--- src/uart_cmd_cfg.svh ---
`ifndef UART_CMD_CFG_SVH
`define UART_CMD_CFG_SVH

// System clock in Hz
`define SOURCE_FREQ 1000000

// Line rate in bits per second
// Gives 16 clocks per bit at the clock above
`define BAUD 62500

// Phase accumulator width, the carry bit sits just above it
`define ACCUMULATOR_WIDTH 16

// Receiver stop check
// 1 waits a quarter bit of idle line (one stop bit)
// 0 waits a full bit period instead (TWO_STOP_BITS)
`define ONE_STOP_BIT 1

// Accumulator step per clock, rounded to nearest
`define BAUD_INC (((`BAUD << (`ACCUMULATOR_WIDTH - 4)) + (`SOURCE_FREQ >> 5)) / (`SOURCE_FREQ >> 4))

`endif

--- src/uart_cmd_pkg.sv ---
`default_nettype none

package uart_cmd_pkg;

    // ----------------------------------------
    // Serial line state machines
    // ----------------------------------------

    // Receiver, one state per part of the frame
    typedef enum logic [2:0] {
        RX_RESET,
        RX_IDLE,
        RX_START_BIT,
        RX_HALF_BIT,
        RX_RECEIVING,
        RX_STOP_BIT,
        RX_COMPLETE
    } rx_state_t;

    // Transmitter
    typedef enum logic [1:0] {
        TX_IDLE,
        TX_START,
        TX_DATA,
        TX_STOP
    } tx_state_t;

    // ----------------------------------------
    // Command layer
    // ----------------------------------------

    // First byte of a command, other values are rejected by execute
    typedef enum logic [7:0] {
        OP_ADD = 8'h01,
        OP_SUB = 8'h02,
        OP_AND = 8'h03,
        OP_XOR = 8'h04
    } opcode_t;

    // Position of the next byte in the command
    typedef enum logic [1:0] {
        DEC_OPCODE,
        DEC_OPERAND_A,
        DEC_OPERAND_B,
        DEC_PENDING
    } dec_state_t;

endpackage

`default_nettype wire

--- src/cdc_sync.sv ---
`default_nettype none

module cdc_sync (
    input  logic sourceClk,
    input  logic rst,
    input  logic async_in,
    output logic sync_out,
    output logic rising,
    output logic falling
);

    // Stages 0 and 1 synchronize, stage 2 is the previous value
    logic [2:0] sync_q;

    always_ff @(posedge sourceClk) begin
        if (rst) begin
            // Serial line idles high, so no false edge after reset
            sync_q <= 3'b111;
        end else begin
            sync_q <= {sync_q[1:0], async_in};
        end
    end

    assign sync_out = sync_q[1];

    // One-cycle edge pulses
    assign rising  = sync_q[1] & ~sync_q[2];
    assign falling = ~sync_q[1] & sync_q[2];

endmodule

`default_nettype wire

--- src/cmd_decode.sv ---
`default_nettype none

module cmd_decode (
    input  logic                  sourceClk,
    input  logic                  rst,
    input  logic [7:0]            rx_byte,
    input  logic                  rx_complete,
    input  logic                  cmd_ready,
    output logic                  cmd_valid,
    output uart_cmd_pkg::opcode_t cmd_op,
    output logic [7:0]            cmd_a,
    output logic [7:0]            cmd_b
);

    import uart_cmd_pkg::*;

    dec_state_t state;

    // Command is offered for as long as it sits in the pending slot
    assign cmd_valid = (state == DEC_PENDING);

    // ----------------------------------------
    // Byte position
    // ----------------------------------------
    always_ff @(posedge sourceClk) begin
        if (rst) begin
            state <= DEC_OPCODE;
        end else begin
            unique case (state)
                DEC_OPCODE: begin
                    if (rx_complete) begin
                        state <= DEC_OPERAND_A;
                    end
                end
                DEC_OPERAND_A: begin
                    if (rx_complete) begin
                        state <= DEC_OPERAND_B;
                    end
                end
                DEC_OPERAND_B: begin
                    // Third byte completes the command
                    if (rx_complete) begin
                        state <= DEC_PENDING;
                    end
                end
                DEC_PENDING: begin
                    // Held until execute takes it, new bytes are dropped
                    if (cmd_ready) begin
                        state <= DEC_OPCODE;
                    end
                end
                default: begin
                    state <= DEC_OPCODE;
                end
            endcase
        end
    end

    // ----------------------------------------
    // Command fields
    // ----------------------------------------
    // Raw opcode is kept, even when it is not a listed one
    always_ff @(posedge sourceClk) begin
        if (rx_complete) begin
            unique case (state)
                DEC_OPCODE:    cmd_op <= opcode_t'(rx_byte);
                DEC_OPERAND_A: cmd_a  <= rx_byte;
                DEC_OPERAND_B: cmd_b  <= rx_byte;
                default: begin
                end
            endcase
        end
    end

endmodule

`default_nettype wire

--- src/cmd_execute.sv ---
`default_nettype none

module cmd_execute (
    input  logic                  sourceClk,
    input  logic                  rst,
    input  logic                  cmd_valid,
    input  uart_cmd_pkg::opcode_t cmd_op,
    input  logic [7:0]            cmd_a,
    input  logic [7:0]            cmd_b,
    output logic                  cmd_ready,
    input  logic                  res_ready,
    output logic                  res_valid,
    output logic [7:0]            res_status,
    output logic [7:0]            res_data
);

    import uart_cmd_pkg::*;

    localparam logic [7:0] STATUS_OK     = 8'h00;
    localparam logic [7:0] STATUS_BAD_OP = 8'h01;

    logic cmd_fire;

    // Single output register, free whenever no result is held
    assign cmd_ready = ~res_valid;
    assign cmd_fire  = cmd_valid & cmd_ready;

    always_ff @(posedge sourceClk) begin
        if (rst) begin
            res_valid <= 1'b0;
        end else if (cmd_fire) begin
            res_valid <= 1'b1;
        end else if (res_ready) begin
            // Result handed to the reply side
            res_valid <= 1'b0;
        end
    end

    // ALU, sums wrap at 8 bits
    always_ff @(posedge sourceClk) begin
        if (cmd_fire) begin
            res_status <= STATUS_OK;
            unique case (cmd_op)
                OP_ADD: res_data <= cmd_a + cmd_b;
                OP_SUB: res_data <= cmd_a - cmd_b;
                OP_AND: res_data <= cmd_a & cmd_b;
                OP_XOR: res_data <= cmd_a ^ cmd_b;
                default: begin
                    // Unknown opcode
                    res_status <= STATUS_BAD_OP;
                    res_data   <= 8'h00;
                end
            endcase
        end
    end

endmodule

`default_nettype wire

--- src/result_send.sv ---
`default_nettype none

module result_send (
    input  logic       sourceClk,
    input  logic       rst,
    input  logic       res_valid,
    input  logic [7:0] res_status,
    input  logic [7:0] res_data,
    output logic       res_ready,
    input  logic       tx_ready,
    output logic       tx_valid,
    output logic [7:0] tx_byte
);

    // 0 sends the status byte, 1 sends the result byte
    logic byte_sel;

    // A held result always has a byte to offer
    assign tx_valid = res_valid;
    assign tx_byte  = byte_sel ? res_data : res_status;

    // Release the result with its second byte
    assign res_ready = byte_sel & tx_ready;

    always_ff @(posedge sourceClk) begin
        if (rst) begin
            byte_sel <= 1'b0;
        end else if (tx_valid && tx_ready) begin
            // Alternate status and result on each byte accepted
            byte_sel <= ~byte_sel;
        end
    end

endmodule

`default_nettype wire

--- src/uart_cmd_top.sv ---
`default_nettype none

module uart_cmd_top (
    input  logic sourceClk,
    input  logic rst,
    input  logic rx,
    output logic tx
);

    import uart_cmd_pkg::*;

    // Received bytes
    logic [7:0] rx_byte;
    logic       rx_complete;

    // Decoded command
    logic       cmd_valid;
    logic       cmd_ready;
    opcode_t    cmd_op;
    logic [7:0] cmd_a;
    logic [7:0] cmd_b;

    // Execute result
    logic       res_valid;
    logic       res_ready;
    logic [7:0] res_status;
    logic [7:0] res_data;

    // Reply bytes to the line
    logic       tx_valid;
    logic       tx_ready;
    logic [7:0] tx_byte;

    // ----------------------------------------
    // Command path
    // ----------------------------------------
    uart_rx u_rx (
        .sourceClk   (sourceClk),
        .rst         (rst),
        .rx          (rx),
        .rx_byte     (rx_byte),
        .rx_complete (rx_complete)
    );

    cmd_decode u_dec (
        .sourceClk   (sourceClk),
        .rst         (rst),
        .rx_byte     (rx_byte),
        .rx_complete (rx_complete),
        .cmd_ready   (cmd_ready),
        .cmd_valid   (cmd_valid),
        .cmd_op      (cmd_op),
        .cmd_a       (cmd_a),
        .cmd_b       (cmd_b)
    );

    cmd_execute u_exe (
        .sourceClk   (sourceClk),
        .rst         (rst),
        .cmd_valid   (cmd_valid),
        .cmd_op      (cmd_op),
        .cmd_a       (cmd_a),
        .cmd_b       (cmd_b),
        .cmd_ready   (cmd_ready),
        .res_ready   (res_ready),
        .res_valid   (res_valid),
        .res_status  (res_status),
        .res_data    (res_data)
    );

    // ----------------------------------------
    // Reply path
    // ----------------------------------------
    result_send u_res (
        .sourceClk   (sourceClk),
        .rst         (rst),
        .res_valid   (res_valid),
        .res_status  (res_status),
        .res_data    (res_data),
        .res_ready   (res_ready),
        .tx_ready    (tx_ready),
        .tx_valid    (tx_valid),
        .tx_byte     (tx_byte)
    );

    uart_tx u_tx (
        .sourceClk   (sourceClk),
        .rst         (rst),
        .tx_valid    (tx_valid),
        .tx_byte     (tx_byte),
        .tx_ready    (tx_ready),
        .tx          (tx)
    );

endmodule

`default_nettype wire

--- src/uart_rx.sv ---
`default_nettype none

`include "uart_cmd_cfg.svh"

module uart_rx (
    input  logic       sourceClk,
    input  logic       rst,
    input  logic       rx,
    output logic [7:0] rx_byte,
    output logic       rx_complete
);

    import uart_cmd_pkg::*;

    localparam logic [`ACCUMULATOR_WIDTH:0] COUNT_INC = (`ACCUMULATOR_WIDTH + 1)'(`BAUD_INC);
    localparam bit ONE_STOP = (`ONE_STOP_BIT != 0);

    rx_state_t state;

    // ----------------------------------------
    // Synchronized line
    // ----------------------------------------
    logic rx_sync;
    logic rx_rising;
    logic rx_falling;

    cdc_sync u_sync (
        .sourceClk (sourceClk),
        .rst       (rst),
        .async_in  (rx),
        .sync_out  (rx_sync),
        .rising    (rx_rising),
        .falling   (rx_falling)
    );

    // ----------------------------------------
    // Baud timing
    // ----------------------------------------
    // Extra top bit catches the rollover
    logic [`ACCUMULATOR_WIDTH:0] baud_counter;
    logic baud_tick;
    logic baud_half_tick;
    logic baud_quarter_tick;
    logic stop_seen;

    assign baud_tick         = baud_counter[`ACCUMULATOR_WIDTH];
    assign baud_half_tick    = baud_counter[`ACCUMULATOR_WIDTH-1];
    assign baud_quarter_tick = baud_counter[`ACCUMULATOR_WIDTH-2];

    // Quarter bit into the stop bit, or the full bit for two stop bits
    assign stop_seen = ONE_STOP ? baud_quarter_tick : baud_tick;

    // Bits still to sample, and the shift register, LSB arrives first
    logic [2:0] bit_cnt;
    logic [7:0] rx_bits;

    always_ff @(posedge sourceClk) begin
        if (rst) begin
            state        <= RX_RESET;
            rx_complete  <= 1'b0;
            baud_counter <= '0;
        end else begin
            baud_counter <= baud_counter + COUNT_INC;
            // Strobe defaults low
            rx_complete  <= 1'b0;

            unique case (state)
                RX_RESET: begin
                    baud_counter <= '0;
                    bit_cnt      <= '0;
                    state        <= RX_IDLE;
                end
                RX_IDLE: begin
                    // Start bit edge restarts the bit timing
                    // One step in, the tick is acted on a cycle after the carry
                    if (rx_falling) begin
                        baud_counter <= COUNT_INC;
                        state        <= RX_START_BIT;
                    end
                end
                RX_START_BIT: begin
                    // Line back high before mid start bit, treat as noise
                    if (rx_rising) begin
                        state <= RX_IDLE;
                    end else if (baud_half_tick) begin
                        baud_counter <= COUNT_INC;
                        state        <= RX_HALF_BIT;
                    end
                end
                RX_HALF_BIT: begin
                    // One bit on from mid start is the center of bit 0
                    if (baud_tick) begin
                        baud_counter <= COUNT_INC;
                        rx_bits      <= {rx_sync, rx_bits[7:1]};
                        bit_cnt      <= 3'd7;
                        state        <= RX_RECEIVING;
                    end
                end
                RX_RECEIVING: begin
                    if (baud_tick) begin
                        baud_counter <= COUNT_INC;
                        if (bit_cnt == 3'd0) begin
                            // Now at the center of the stop bit
                            state <= RX_STOP_BIT;
                        end else begin
                            rx_bits <= {rx_sync, rx_bits[7:1]};
                            bit_cnt <= bit_cnt - 3'd1;
                        end
                    end
                end
                RX_STOP_BIT: begin
                    // Wait for an idle line before handing the byte on
                    if (stop_seen && rx_sync) begin
                        baud_counter <= COUNT_INC;
                        rx_byte      <= rx_bits;
                        rx_complete  <= 1'b1;
                        state        <= RX_COMPLETE;
                    end
                end
                RX_COMPLETE: begin
                    state <= RX_IDLE;
                end
                default: begin
                    state <= RX_RESET;
                end
            endcase
        end
    end

endmodule

`default_nettype wire

--- src/uart_tx.sv ---
`default_nettype none

`include "uart_cmd_cfg.svh"

module uart_tx (
    input  logic       sourceClk,
    input  logic       rst,
    input  logic       tx_valid,
    input  logic [7:0] tx_byte,
    output logic       tx_ready,
    output logic       tx
);

    import uart_cmd_pkg::*;

    localparam logic [`ACCUMULATOR_WIDTH:0] COUNT_INC = (`ACCUMULATOR_WIDTH + 1)'(`BAUD_INC);

    tx_state_t state;

    // ----------------------------------------
    // Baud timing
    // ----------------------------------------
    logic [`ACCUMULATOR_WIDTH:0] baud_counter;
    logic baud_tick;

    assign baud_tick = baud_counter[`ACCUMULATOR_WIDTH];

    // Bits left after the current one, and the outgoing byte
    logic [2:0] bit_cnt;
    logic [7:0] shift_q;

    // Accept a new byte only between frames
    assign tx_ready = (state == TX_IDLE);

    always_ff @(posedge sourceClk) begin
        if (rst) begin
            state        <= TX_IDLE;
            tx           <= 1'b1;
            baud_counter <= '0;
        end else begin
            // Drop the carry and keep the phase remainder
            baud_counter <= {1'b0, baud_counter[`ACCUMULATOR_WIDTH-1:0]} + COUNT_INC;

            unique case (state)
                TX_IDLE: begin
                    if (tx_valid) begin
                        shift_q      <= tx_byte;
                        tx           <= 1'b0;
                        // One step in, so the start bit is a full period
                        baud_counter <= COUNT_INC;
                        state        <= TX_START;
                    end
                end
                TX_START: begin
                    if (baud_tick) begin
                        tx      <= shift_q[0];
                        shift_q <= {1'b0, shift_q[7:1]};
                        bit_cnt <= 3'd7;
                        state   <= TX_DATA;
                    end
                end
                TX_DATA: begin
                    if (baud_tick) begin
                        if (bit_cnt == 3'd0) begin
                            // Stop bit
                            tx    <= 1'b1;
                            state <= TX_STOP;
                        end else begin
                            tx      <= shift_q[0];
                            shift_q <= {1'b0, shift_q[7:1]};
                            bit_cnt <= bit_cnt - 3'd1;
                        end
                    end
                end
                TX_STOP: begin
                    // Full stop bit before the next start
                    if (baud_tick) begin
                        state <= TX_IDLE;
                    end
                end
                default: begin
                    tx    <= 1'b1;
                    state <= TX_IDLE;
                end
            endcase
        end
    end

endmodule

`default_nettype wire
--- config.mk ---
export PLATFORM = sky130hd
export DESIGN_NAME = uart_cmd_top
export DESIGN_NICKNAME = d
export VERILOG_FILES = /design/src/uart_cmd_pkg.sv /design/src/cdc_sync.sv /design/src/cmd_decode.sv /design/src/cmd_execute.sv /design/src/result_send.sv /design/src/uart_cmd_top.sv /design/src/uart_rx.sv /design/src/uart_tx.sv
export VERILOG_INCLUDE_DIRS = /design/src
export SDC_FILE = /design/constraint.sdc
export NUM_CORES = 1
export LEC_CHECK = 0
export BUFFER_PORTS_ARGS = -buffer_cell sky130_fd_sc_hd__buf_2
export CAP_MARGIN = 20
export CELL_PAD_IN_SITES_DETAIL_PLACEMENT = 1
export CELL_PAD_IN_SITES_GLOBAL_PLACEMENT = 1
export CORE_MARGIN = 2
export CORE_UTILIZATION = 50
export CTS_CLUSTER_DIAMETER = 80
export DETAILED_ROUTE_END_ITERATION = 8
export HOLD_SLACK_MARGIN = 0.05
export PLACE_DENSITY_LB_ADDON = 0.1
export SYNTH_ARGS = -nofsm -noshare
export SYNTH_HDL_FRONTEND = slang
export SYNTH_SLANG_ARGS = --single-unit
--- constraint.sdc ---
create_clock -name sourceClk -period 4.89 [get_ports sourceClk]
set_input_delay 0.489 -clock sourceClk [delete_from_list [all_inputs] [get_ports sourceClk]]
set_output_delay 0.489 -clock sourceClk [all_outputs]
set_load 0.02 [all_outputs]
After elaboration in Yosys (flattened, before gate mapping)
Index checks and enable logic that the tools add are counted.

Register bits after elaboration: 118. Bits in latches: 0. Bits in writable memories: 0. ROM bits: 0. Input bits: 3. Output and inout port bits: 1. Logic and storage cells: 154. Memories kept: 0.

Add/sub/neg operators: 6. $mul: 0. Divide/modulo/power cells: 0. Order comparisons: 0. Eq/ne operators: 33. Shift operators: 0. Multiplexer cells: 55. Bitwise gates (word level): 12. Reductions and logical operators: 28.

Operator list (number): $mux W17 (7); $pmux W17 S5 (1); $mux W8 (8); $mux W3 (13); $pmux W8 S4 (1); $pmux W8 S3 (1); $reduce_and A5 Y1 (4); $mux W2 (9); $ne A2 B1 Y1 const B (9); $pmux W3 S6 (1); $add A16 B13 Y17 const B (1); $add A17 B13 Y17 const B (1); $eq A8 B2 Y1 const B (2); $pmux W2 S4 (2); $pmux W8 S2 (1); $ne A2 B2 Y1 const B (7); $reduce_and A6 Y1 (2); $eq A3 B3 Y1 const B (3); $logic_not A3 Y1 (3); $pmux W3 S3 (1); $add A8 B8 Y8 (1); $and A8 B8 Y8 (1); $eq A2 B2 Y1 const B (4); $eq A8 B1 Y1 const B (1); other kinds (22) (50).

Logic depth before layout (Yosys ltp)
Gate-level depths: netlist of run 1.

Depth in word-level cells: 4. Depth in mapped cells: 12. Gate-level depth less buffers: 12.

Cells and area by module
A second synthesis of run 1 with hierarchy kept.

Cells, all modules: 388. Area total of the unflattened synthesis: 4568.1 um^2.

Modules (own cells, without submodules): uart_rx (instances 1, cells each 107, area an instance 1252.5 um^2, sequential area each 750.7 um^2); cmd_execute (instances 1, cells each 133, area an instance 1191.1 um^2, sequential area each 290.3 um^2); uart_tx (instances 1, cells each 80, area an instance 964.7 um^2, sequential area each 490.5 um^2); cmd_decode (instances 1, cells each 45, area an instance 908.4 um^2, sequential area each 760.7 um^2); result_send (instances 1, cells each 15, area an instance 158.9 um^2, sequential area each 20.0 um^2); cdc_sync (instances 1, cells each 8, area an instance 92.6 um^2, sequential area each 60.1 um^2).

Worst setup path before layout of run 1
Ideal clock, no wire load.

Kind: register to register. Start: register u_dec.cmd_op[5]. End: register u_exe.res_data[6], data pin. Library setup time: 0.270 ns. Data arrival time: 3.009 ns. Data required time: 4.620 ns. Slack: 1.611 ns. Stages on the path, launching flop included: 10. Clock period less this slack: 3.279 ns. Cell sequence: edfxtp_1 or4_4 nor4_2 mux2_2 fa_1 nor2b_1 o31a_1 o21ai_0 nand4_1 or3b_2.

Cells in the longest elaborated chain, start to end: 2.

RTL lines: start, declared (RTL line cmd_decode.sv:10) `output uart_cmd_pkg::opcode_t cmd_op,`; start signal, assigned (RTL line cmd_decode.sv:66) `DEC_OPCODE: cmd_op <= opcode_t'(rx_byte);`; $eq A8 B3 Y1 (tied with other cells) (RTL line cmd_execute.sv:43) `unique case (cmd_op)`; $pmux W8 S4 * (RTL line cmd_execute.sv:43); end signal, assigned (RTL line cmd_execute.sv:44) `OP_ADD: res_data <= cmd_a + cmd_b;`; end signal, assigned (RTL line cmd_execute.sv:45) `OP_SUB: res_data <= cmd_a - cmd_b;`; end signal, assigned (RTL line cmd_execute.sv:46) `OP_AND: res_data <= cmd_a & cmd_b;`; end, declared (RTL line cmd_execute.sv:14) `output logic [7:0] res_data`.

Every way passes the cells marked *; elsewhere a longest branch is shown, timed or not. A chain may end at the register's enable or synchronous reset.

Worst setup path in the final report of run 1
Ends and elaborated chain as after synthesis.

==> results of run 1 <==
==> metrics by stage <==
| step | cells | setup slack, ns | power [mW] | util, % | hold slack (ns) |
|---|---|---|---|---|---|
| 2_1_floorplan | 362 | 1.61 | 1.01 | - | 0.389 |
| 3_3_place_gp | 459 | 1.39 | 1.05 | 52.9 | 0.404 |
| 3_5_place_dp | 459 | 1.29 | 1.06 | 52.9 | 0.406 |
| 4_1_cts | 475 | 1.29 | 1.52 | 55.0 | 0.306 |
| 5_1_grt | 476 | 1.03 | 1.58 | 55.0 | 0.329 |
| 6_report | 476 | 1.28 | 1.50 | 55.0 | 0.326 |
==> cells in the mapped netlist, types with 2 or more instances <==
master	number	share of area (%)
a211oi_1	3	0.53
a21o_1	3	0.53
a21oi_1	18	2.1
a22o_1	7	1.4
a22oi_1	5	0.88
a311oi_1	2	0.41
and2_1	7	1.0
and3_1	7	1.0
and4_1	2	0.41
clkbuf_1	9	0.80
dfxtp_1	24	11
edfxtp_1	63	45
ha_1	34	10
inv_1	21	1.9
mux2i_1	3	0.71
nand2_1	16	1.4
nand2b_1	7	1.0
nand3_1	7	0.82
nand4_1	2	0.29
nor2_1	26	2.3
nor2b_1	5	0.74
nor3_1	10	1.2
nor3b_1	3	0.53
o21a_1	6	1.1
o21ai_0	18	2.1
o22ai_1	4	0.59
o31ai_1	2	0.35
or2_2	4	0.59
or3_1	2	0.29
or3b_2	2	0.41
or4_4	2	0.53
xnor2_1	11	2.3
xor2_1	5	1.0
==> state kept, by name, summed over array words and instances, names as in the netlist, 3 cells and up <==
signal	cells
u_tx.bit_cnt	3
u_dec.cmd_op	8
u_tx.baud_counter	5
u_rx.rx_byte	8
u_tx.shift_q	8
u_rx.baud_counter	5
u_rx.bit_cnt	3
u_rx.rx_bits	8
u_exe.res_data	8
u_rx.state	3
u_dec.cmd_b	8
u_rx.u_sync.sync_q	3
u_dec.cmd_a	8
==> critical path: cells and delay by family (launching register included) <==
kind,cells,cell delay [ns]
adders and majority gates,1,0.44
and+or+nand+nor,5,1.84
muxes,1,0.45
AOI/OAI and AO/OA,2,0.27
DFF,1,0.37
==> kinds of logic (layout without fill, tap and decap cells) <==
group | after synthesis | after routing
fa+ha+maj | 35 | 35
xor+xnor | 16 | 16
buf+inv | 33 | 42
mux | 4 | 4
simple gates | 106 | 106
flops | 87 | 87
compound gates | 81 | 81
==> power groups by stage <==
stage          clock (mW)  sequential, mW  combinational, mW
2_1_floorplan           0           0.855              0.159
3_3_place_gp            0           0.879              0.171
3_5_place_dp            0           0.882              0.181
4_1_cts             0.466           0.865              0.184
5_1_grt             0.495           0.872              0.212
6_report            0.453           0.866              0.182
==> layout make-up <==
class                           instances  area, sq um
Clock buffer                           10          128
Clock inverter                          6         45.0
Fill cell                             863         3700
Inverter                               21         78.8
Multi-Input combinational cell        242         1740
Sequential cell                        87         2370
Tap cell                              105          131
Timing Repair Buffer                    5         27.5
==> layout by cell type, fill, tap and decap left out, types with 3 or more instances in the layout <==
cell / count
and3_1: 7
a211oi_1: 3
clkbuf_8: 9
nor3_1: 10
mux2i_1: 3
and2_1: 7
nor2b_1: 5
nand2_1: 16
dfxtp_1: 24
a21oi_1: 18
ha_1: 34
o21ai_0: 18
o21a_1: 6
xor2_1: 5
a22oi_1: 5
nand2b_1: 7
nor2_1: 26
o22ai_1: 4
or2_2: 4
a22o_1: 7
edfxtp_1: 63
nor3b_1: 3
xnor2_1: 11
a21o_1: 3
buf_2: 4
nand3_1: 7
inv_1: 21
==> how the worst min path moves through the flow <==
stage	start	to	slack, ns
finish	rx	u_rx.u_sync.sync_q[0]	0.33
CTS	rx	u_rx.u_sync.sync_q[0]	0.31
global route	rx	u_rx.u_sync.sync_q[0]	0.33
detailed placement	u_rx.rx_bits[0]	u_rx.rx_byte[0]	0.41
global placement	u_rx.rx_bits[0]	u_rx.rx_byte[0]	0.40
floorplan	u_rx.u_sync.sync_q[0]	u_rx.u_sync.sync_q[1]	0.39
==> layer usage <==
layer | up-vias | track usage, % | wire length [um]
met5 | - | 0 | 0
li1 | 1334 | - | -
met1 | 1317 | 26.1 | 3890
met3 | 11 | 3.68 | 210
met2 | 32 | 31.7 | 3990
met4 | 0 | 7.98 | 100
==> flow_summary.yaml, run 1 <==
finish:
  drive_gt1_share_pct: 8.63
  fin_area_sq_um: 4520
  area_delta_synth_final_pct: 6.45
  finalNetCount: 404
  n_antenna_cell: 0
floorplanning:
  io_pins: 4
  die_y_um: 96.2
  rows: 33
  initial_utilization_pct: 51.7
  die_w_um: 96.2
  die-area_sq_um: 9250
  core_region_area_sq_um: 8220
detailed_routing:
  vias: 2694
  drc_errors: 0
  wl_per_cell_um: 17.2
  drt_wl_total_um: 8190
  drt_iter0_drc: 81
  drtAntennaViolNets: 0
  viasPerCell: 5.66
  first_pass_iters: 4
critical_path:
  worstRegToRegCells: 9
  start_kind: "flop"
  worst-path-max-fanout: 8
  cp-end-kind: "flop"
  endpoint: "u_exe.res_data[6]"
  crit_start: "u_dec.cmd_op[5]"
  r2r_slack_ns: 1.28
  r2r-start: "u_dec.cmd_op[5]"
  worstSetupPathType: "reg2reg"
  cp.required_ns: 4.99
  slowest_stage: "nor4_2"
  cp.arrival_ns: 3.71
  slowest_delay_ns: 0.56
  crit_path_cell_trace: "or4_4 -> nor4_2 -> mux2_2 -> fa_1 -> nor2b_1 -> o31a_1 -> o21ai_0 -> nand4_1 -> or3b_2"
  r2r-end: "u_exe.res_data[6]"
yosys:
  synth-simple-area-share_pct: 13.4
  yosys_register_bits: 87
  synth_top_family_by_area: "simple AND/OR/NAND/NOR gates"
  synth-compound-area-share_pct: 12.8
  ys_seq_area_share_pct: 55.9
  syn_nets: 400
  synth_fa_ha_area_share_pct: 10.5
  syn_inst: 362
  synth.distinct_cells: 55
  synth_xor_area_share_pct: 3.30
  synth_edf_count: 63
  async_reset_ff_share_pct: 0
  ys.flop_type: "edfxtp_1"
  synthMuxAreaShare_pct: 0.972
  post_synth.cell_area_avg_sq_um: 11.7
  synth_area_sq_um: 4250
  yosys_warnings: 0
cts:
  cts_resized: 0
  holdBufCountCts: 0
  cts.reportedPaths.clkPinSlew_ns: 0.09
  cts_made_buffers: 9
  cts.sinks: 87
  clockBufferDepth: 2
  cts_tree: "built"
  ctsHtreeMaxLevel: 3
  clk_latency_ns: 0.36
  clock-root-buffer: "clkbuf_8"
  cts_setup_buffers: 0
sta:
  max-slew-margin-rel_pct: 48.2
  setup_viol: 0
  rsz0062_at_grt: "false"
  drv_slew: 0
  layout_worst_path_cycle_share_pct: 73.9
  layout_min_cycle_time_ns: 3.61
  clock.fmax_mhz: 277
  fin_worst_skew_ns: 0.0170
  tightestPinTransition_ns: 0.776
  finalHoldViolCount: 0
  fin_setup_tns_ns: 0
outcome:
  status: "finished, final reports clean"
power_and_ir_drop:
  switching_share_pct: 27.6
  p_seq_share_pct: 57.7
  vdd_drop_max_v: 0.000180
  internal_power_mw: 1.09
  switching_power_uw: 415
  power_density_nw_per_um2: 332
  clkPwrFrac_pct: 30.2
  p_leak_nw: 1.60
  pwr-share-comb_pct: 12.1
grt:
  gr-total-overflow: 0
  grt_pass1_vias: 2815
  track_usage_pct: 19.6
  antenna_found_initial: 0
  grt_max_degree: 22
  grt_pass1_wl_um: 13700
place:
  place_area_sq_um: 4340
  place_congestion: 0.798
  dp_hpwl_um: 5870
  port_buffers: 3
hold_path:
  min_path_cells: 2
  hold_path_class: "in2reg"
run:
  maxCapViolations: 0
Power figures use the tool's default switching activity.
==> run 2: changes to the inputs <==
- CORE_UTILIZATION: 50 -> 47
- clock period: 4.89 -> 3.3 ns (I/O delays scaled with it)
==> run 2 against run 1 <==
Maximum frequency up 15%; utilization down 1.9 points; routed wire length grew 1.7%; non-clock buffer count grew 5; hold slack worse by 0.15 ns; largest power group unchanged.
==> flow_summary.yaml, run 2 (same netlist as run 1, synthesis figures left out) <==
sta:
  timing.final.ws_setup_ns: 0.167
  clock.fmax_mhz: 319
  rsz0062_at_grt: "false"
  drv_slew: 0
  max-slew-margin-rel_pct: 46.3
  tightestPinTransition_ns: 0.804
  timing.hold.ws_ns: 0.174
  layout_worst_path_cycle_share_pct: 94.9
  setup_viol: 0
  layout_min_cycle_time_ns: 3.13
  finalHoldViolCount: 0
  fin_worst_skew_ns: 0.00917
detailed_routing:
  drtAntennaViolNets: 0
  vias: 2721
  drc_errors: 0
  first_pass_iters: 4
  drt_iter0_drc: 65
  drt_wl_total_um: 8330
  wl_per_cell_um: 17.2
  viasPerCell: 5.62
place:
  pre_cts_slack_ns: -0.0323
  port_buffers: 3
  dp_hpwl_um: 6090
  place_congestion: 0.765
power_and_ir_drop:
  power_density_nw_per_um2: 502
  p_leak_nw: 1.66
  totalPowerFinal_mw: 2.32
  vdd_drop_max_v: 0.000253
critical_path:
  cp.arrival_ns: 3.23
  worstSetupPathType: "reg2reg"
  cp-end-kind: "flop"
  worst-path-max-fanout: 4
  crit_path_cell_trace: "or4_4 -> nor4_4 -> nor2_1 -> xnor2_1 -> ha_1 -> nor2b_2 -> o31a_1 -> o21ai_2 -> a211oi_1 -> or3b_4"
  cp.required_ns: 3.40
  slowest_delay_ns: 0.56
  worstRegToRegCells: 10
  slowest_stage: "or4_4"
  start_kind: "flop"
floorplanning:
  io_pins: 4
  die-area_sq_um: 9810
  core_region_area_sq_um: 8720
  initial_utilization_pct: 48.7
  rows: 34
  die_y_um: 99.1
  die_w_um: 99.1
finish:
  layout_common_cells: "63 x edfxtp_1, 34 x ha_1, 26 x nor2_1, 24 x dfxtp_1, 21 x inv_1"
  drive_gt1_share_pct: 11.2
  area_delta_synth_final_pct: 8.99
  layout_commonest_cell: "edfxtp_1"
  n_antenna_cell: 0
  finalNetCount: 409
run:
  maxCapViolations: 0
cts:
  cts_made_buffers: 9
  clk_latency_ns: 0.35
  ctsHtreeMaxLevel: 3
  clockBufferDepth: 2
  cts.reportedPaths.clkPinSlew_ns: 0.08
  clock-root-buffer: "clkbuf_8"
  cts.sinks: 87
  cts_tree: "built"
  holdBufCountCts: 0
grt:
  grt_pass1_vias: 2831
  antenna_found_initial: 0
  gr-total-overflow: 0
  track_usage_pct: 18.4
  grt_pass1_wl_um: 14100
  grt_max_degree: 22
outcome:
  status: "finished, final reports clean"
hold_path:
  min_path_cells: 2
  hold_path_class: "in2reg"
[run 2: critical path, delay by kind of cell (launching register included)]
family | cells | cell delay (ns)
XOR/XNOR | 1 | 0.14
flip-flops | 1 | 0.38
adder cells (fa/ha/maj) | 1 | 0.33
AO/OA/AOI/OAI | 3 | 0.47
AND/OR/NAND/NOR | 5 | 1.55
[run 2: routing by layer]
layer | global-route usage, % | share of wire [%]
met1 | 24.9 | 49
met3 | 3.83 | 1.6
met4 | 5.06 | 1.1
met2 | 30.2 | 48
met5 | 0 | 0
[run 2: per-stage QoR]
step | TNS [ns] | util (%) | cell area, sq um | instances
2_1_floorplan | 0 | - | 4250 | 362
3_3_place_gp | 0 | 50.3 | 4380 | 467
3_5_place_dp | -0.0323 | 50.3 | 4380 | 467
4_1_cts | 0 | 52.8 | 4600 | 483
5_1_grt | 0 | 53.1 | 4630 | 484
6_report | 0 | 53.1 | 4630 | 484
[run 2: path summary, 6_finish.rpt]
path | start | endpoint | slack (ns)
hold / removal | rx | u_rx.u_sync.sync_q[0] | 0.17
setup / recovery | u_dec.cmd_op[5] | u_exe.res_data[6] | 0.17
setup reg to reg | u_dec.cmd_op[5] | u_exe.res_data[6] | 0.17
hold reg to reg | u_rx.u_sync.sync_q[0] | u_rx.u_sync.sync_q[1] | 0.44
[run 2: final cells by class]
| type | instances | area, sq um |
|---|---|---|
| fillers | 912 | 4090 |
| clock buffers | 12 | 155 |
| inverters | 21 | 78.8 |
| clock inverters | 4 | 53.8 |
| flip-flops and latches | 87 | 2370 |
| well taps | 108 | 135 |
| multi-input cells | 242 | 1770 |
| repair buffers | 10 | 67.6 |
[run 2: power breakdown]
group / switching [mW] / leakage, nW / internal, mW
Clock: 0.379 / 0.107 / 0.395
Sequential: 0.0656 / 0.751 / 1.22
Combinational: 0.154 / 0.804 / 0.115
[run 2: repair_timing]
action / in CTS / in global routing
endpoints found under the setup margin: 1 / 1
resized for setup: 1 / 8
hold endpoints to repair: 0 / 0
buffers inserted: 0 / 1
pin swaps: 0 / 1
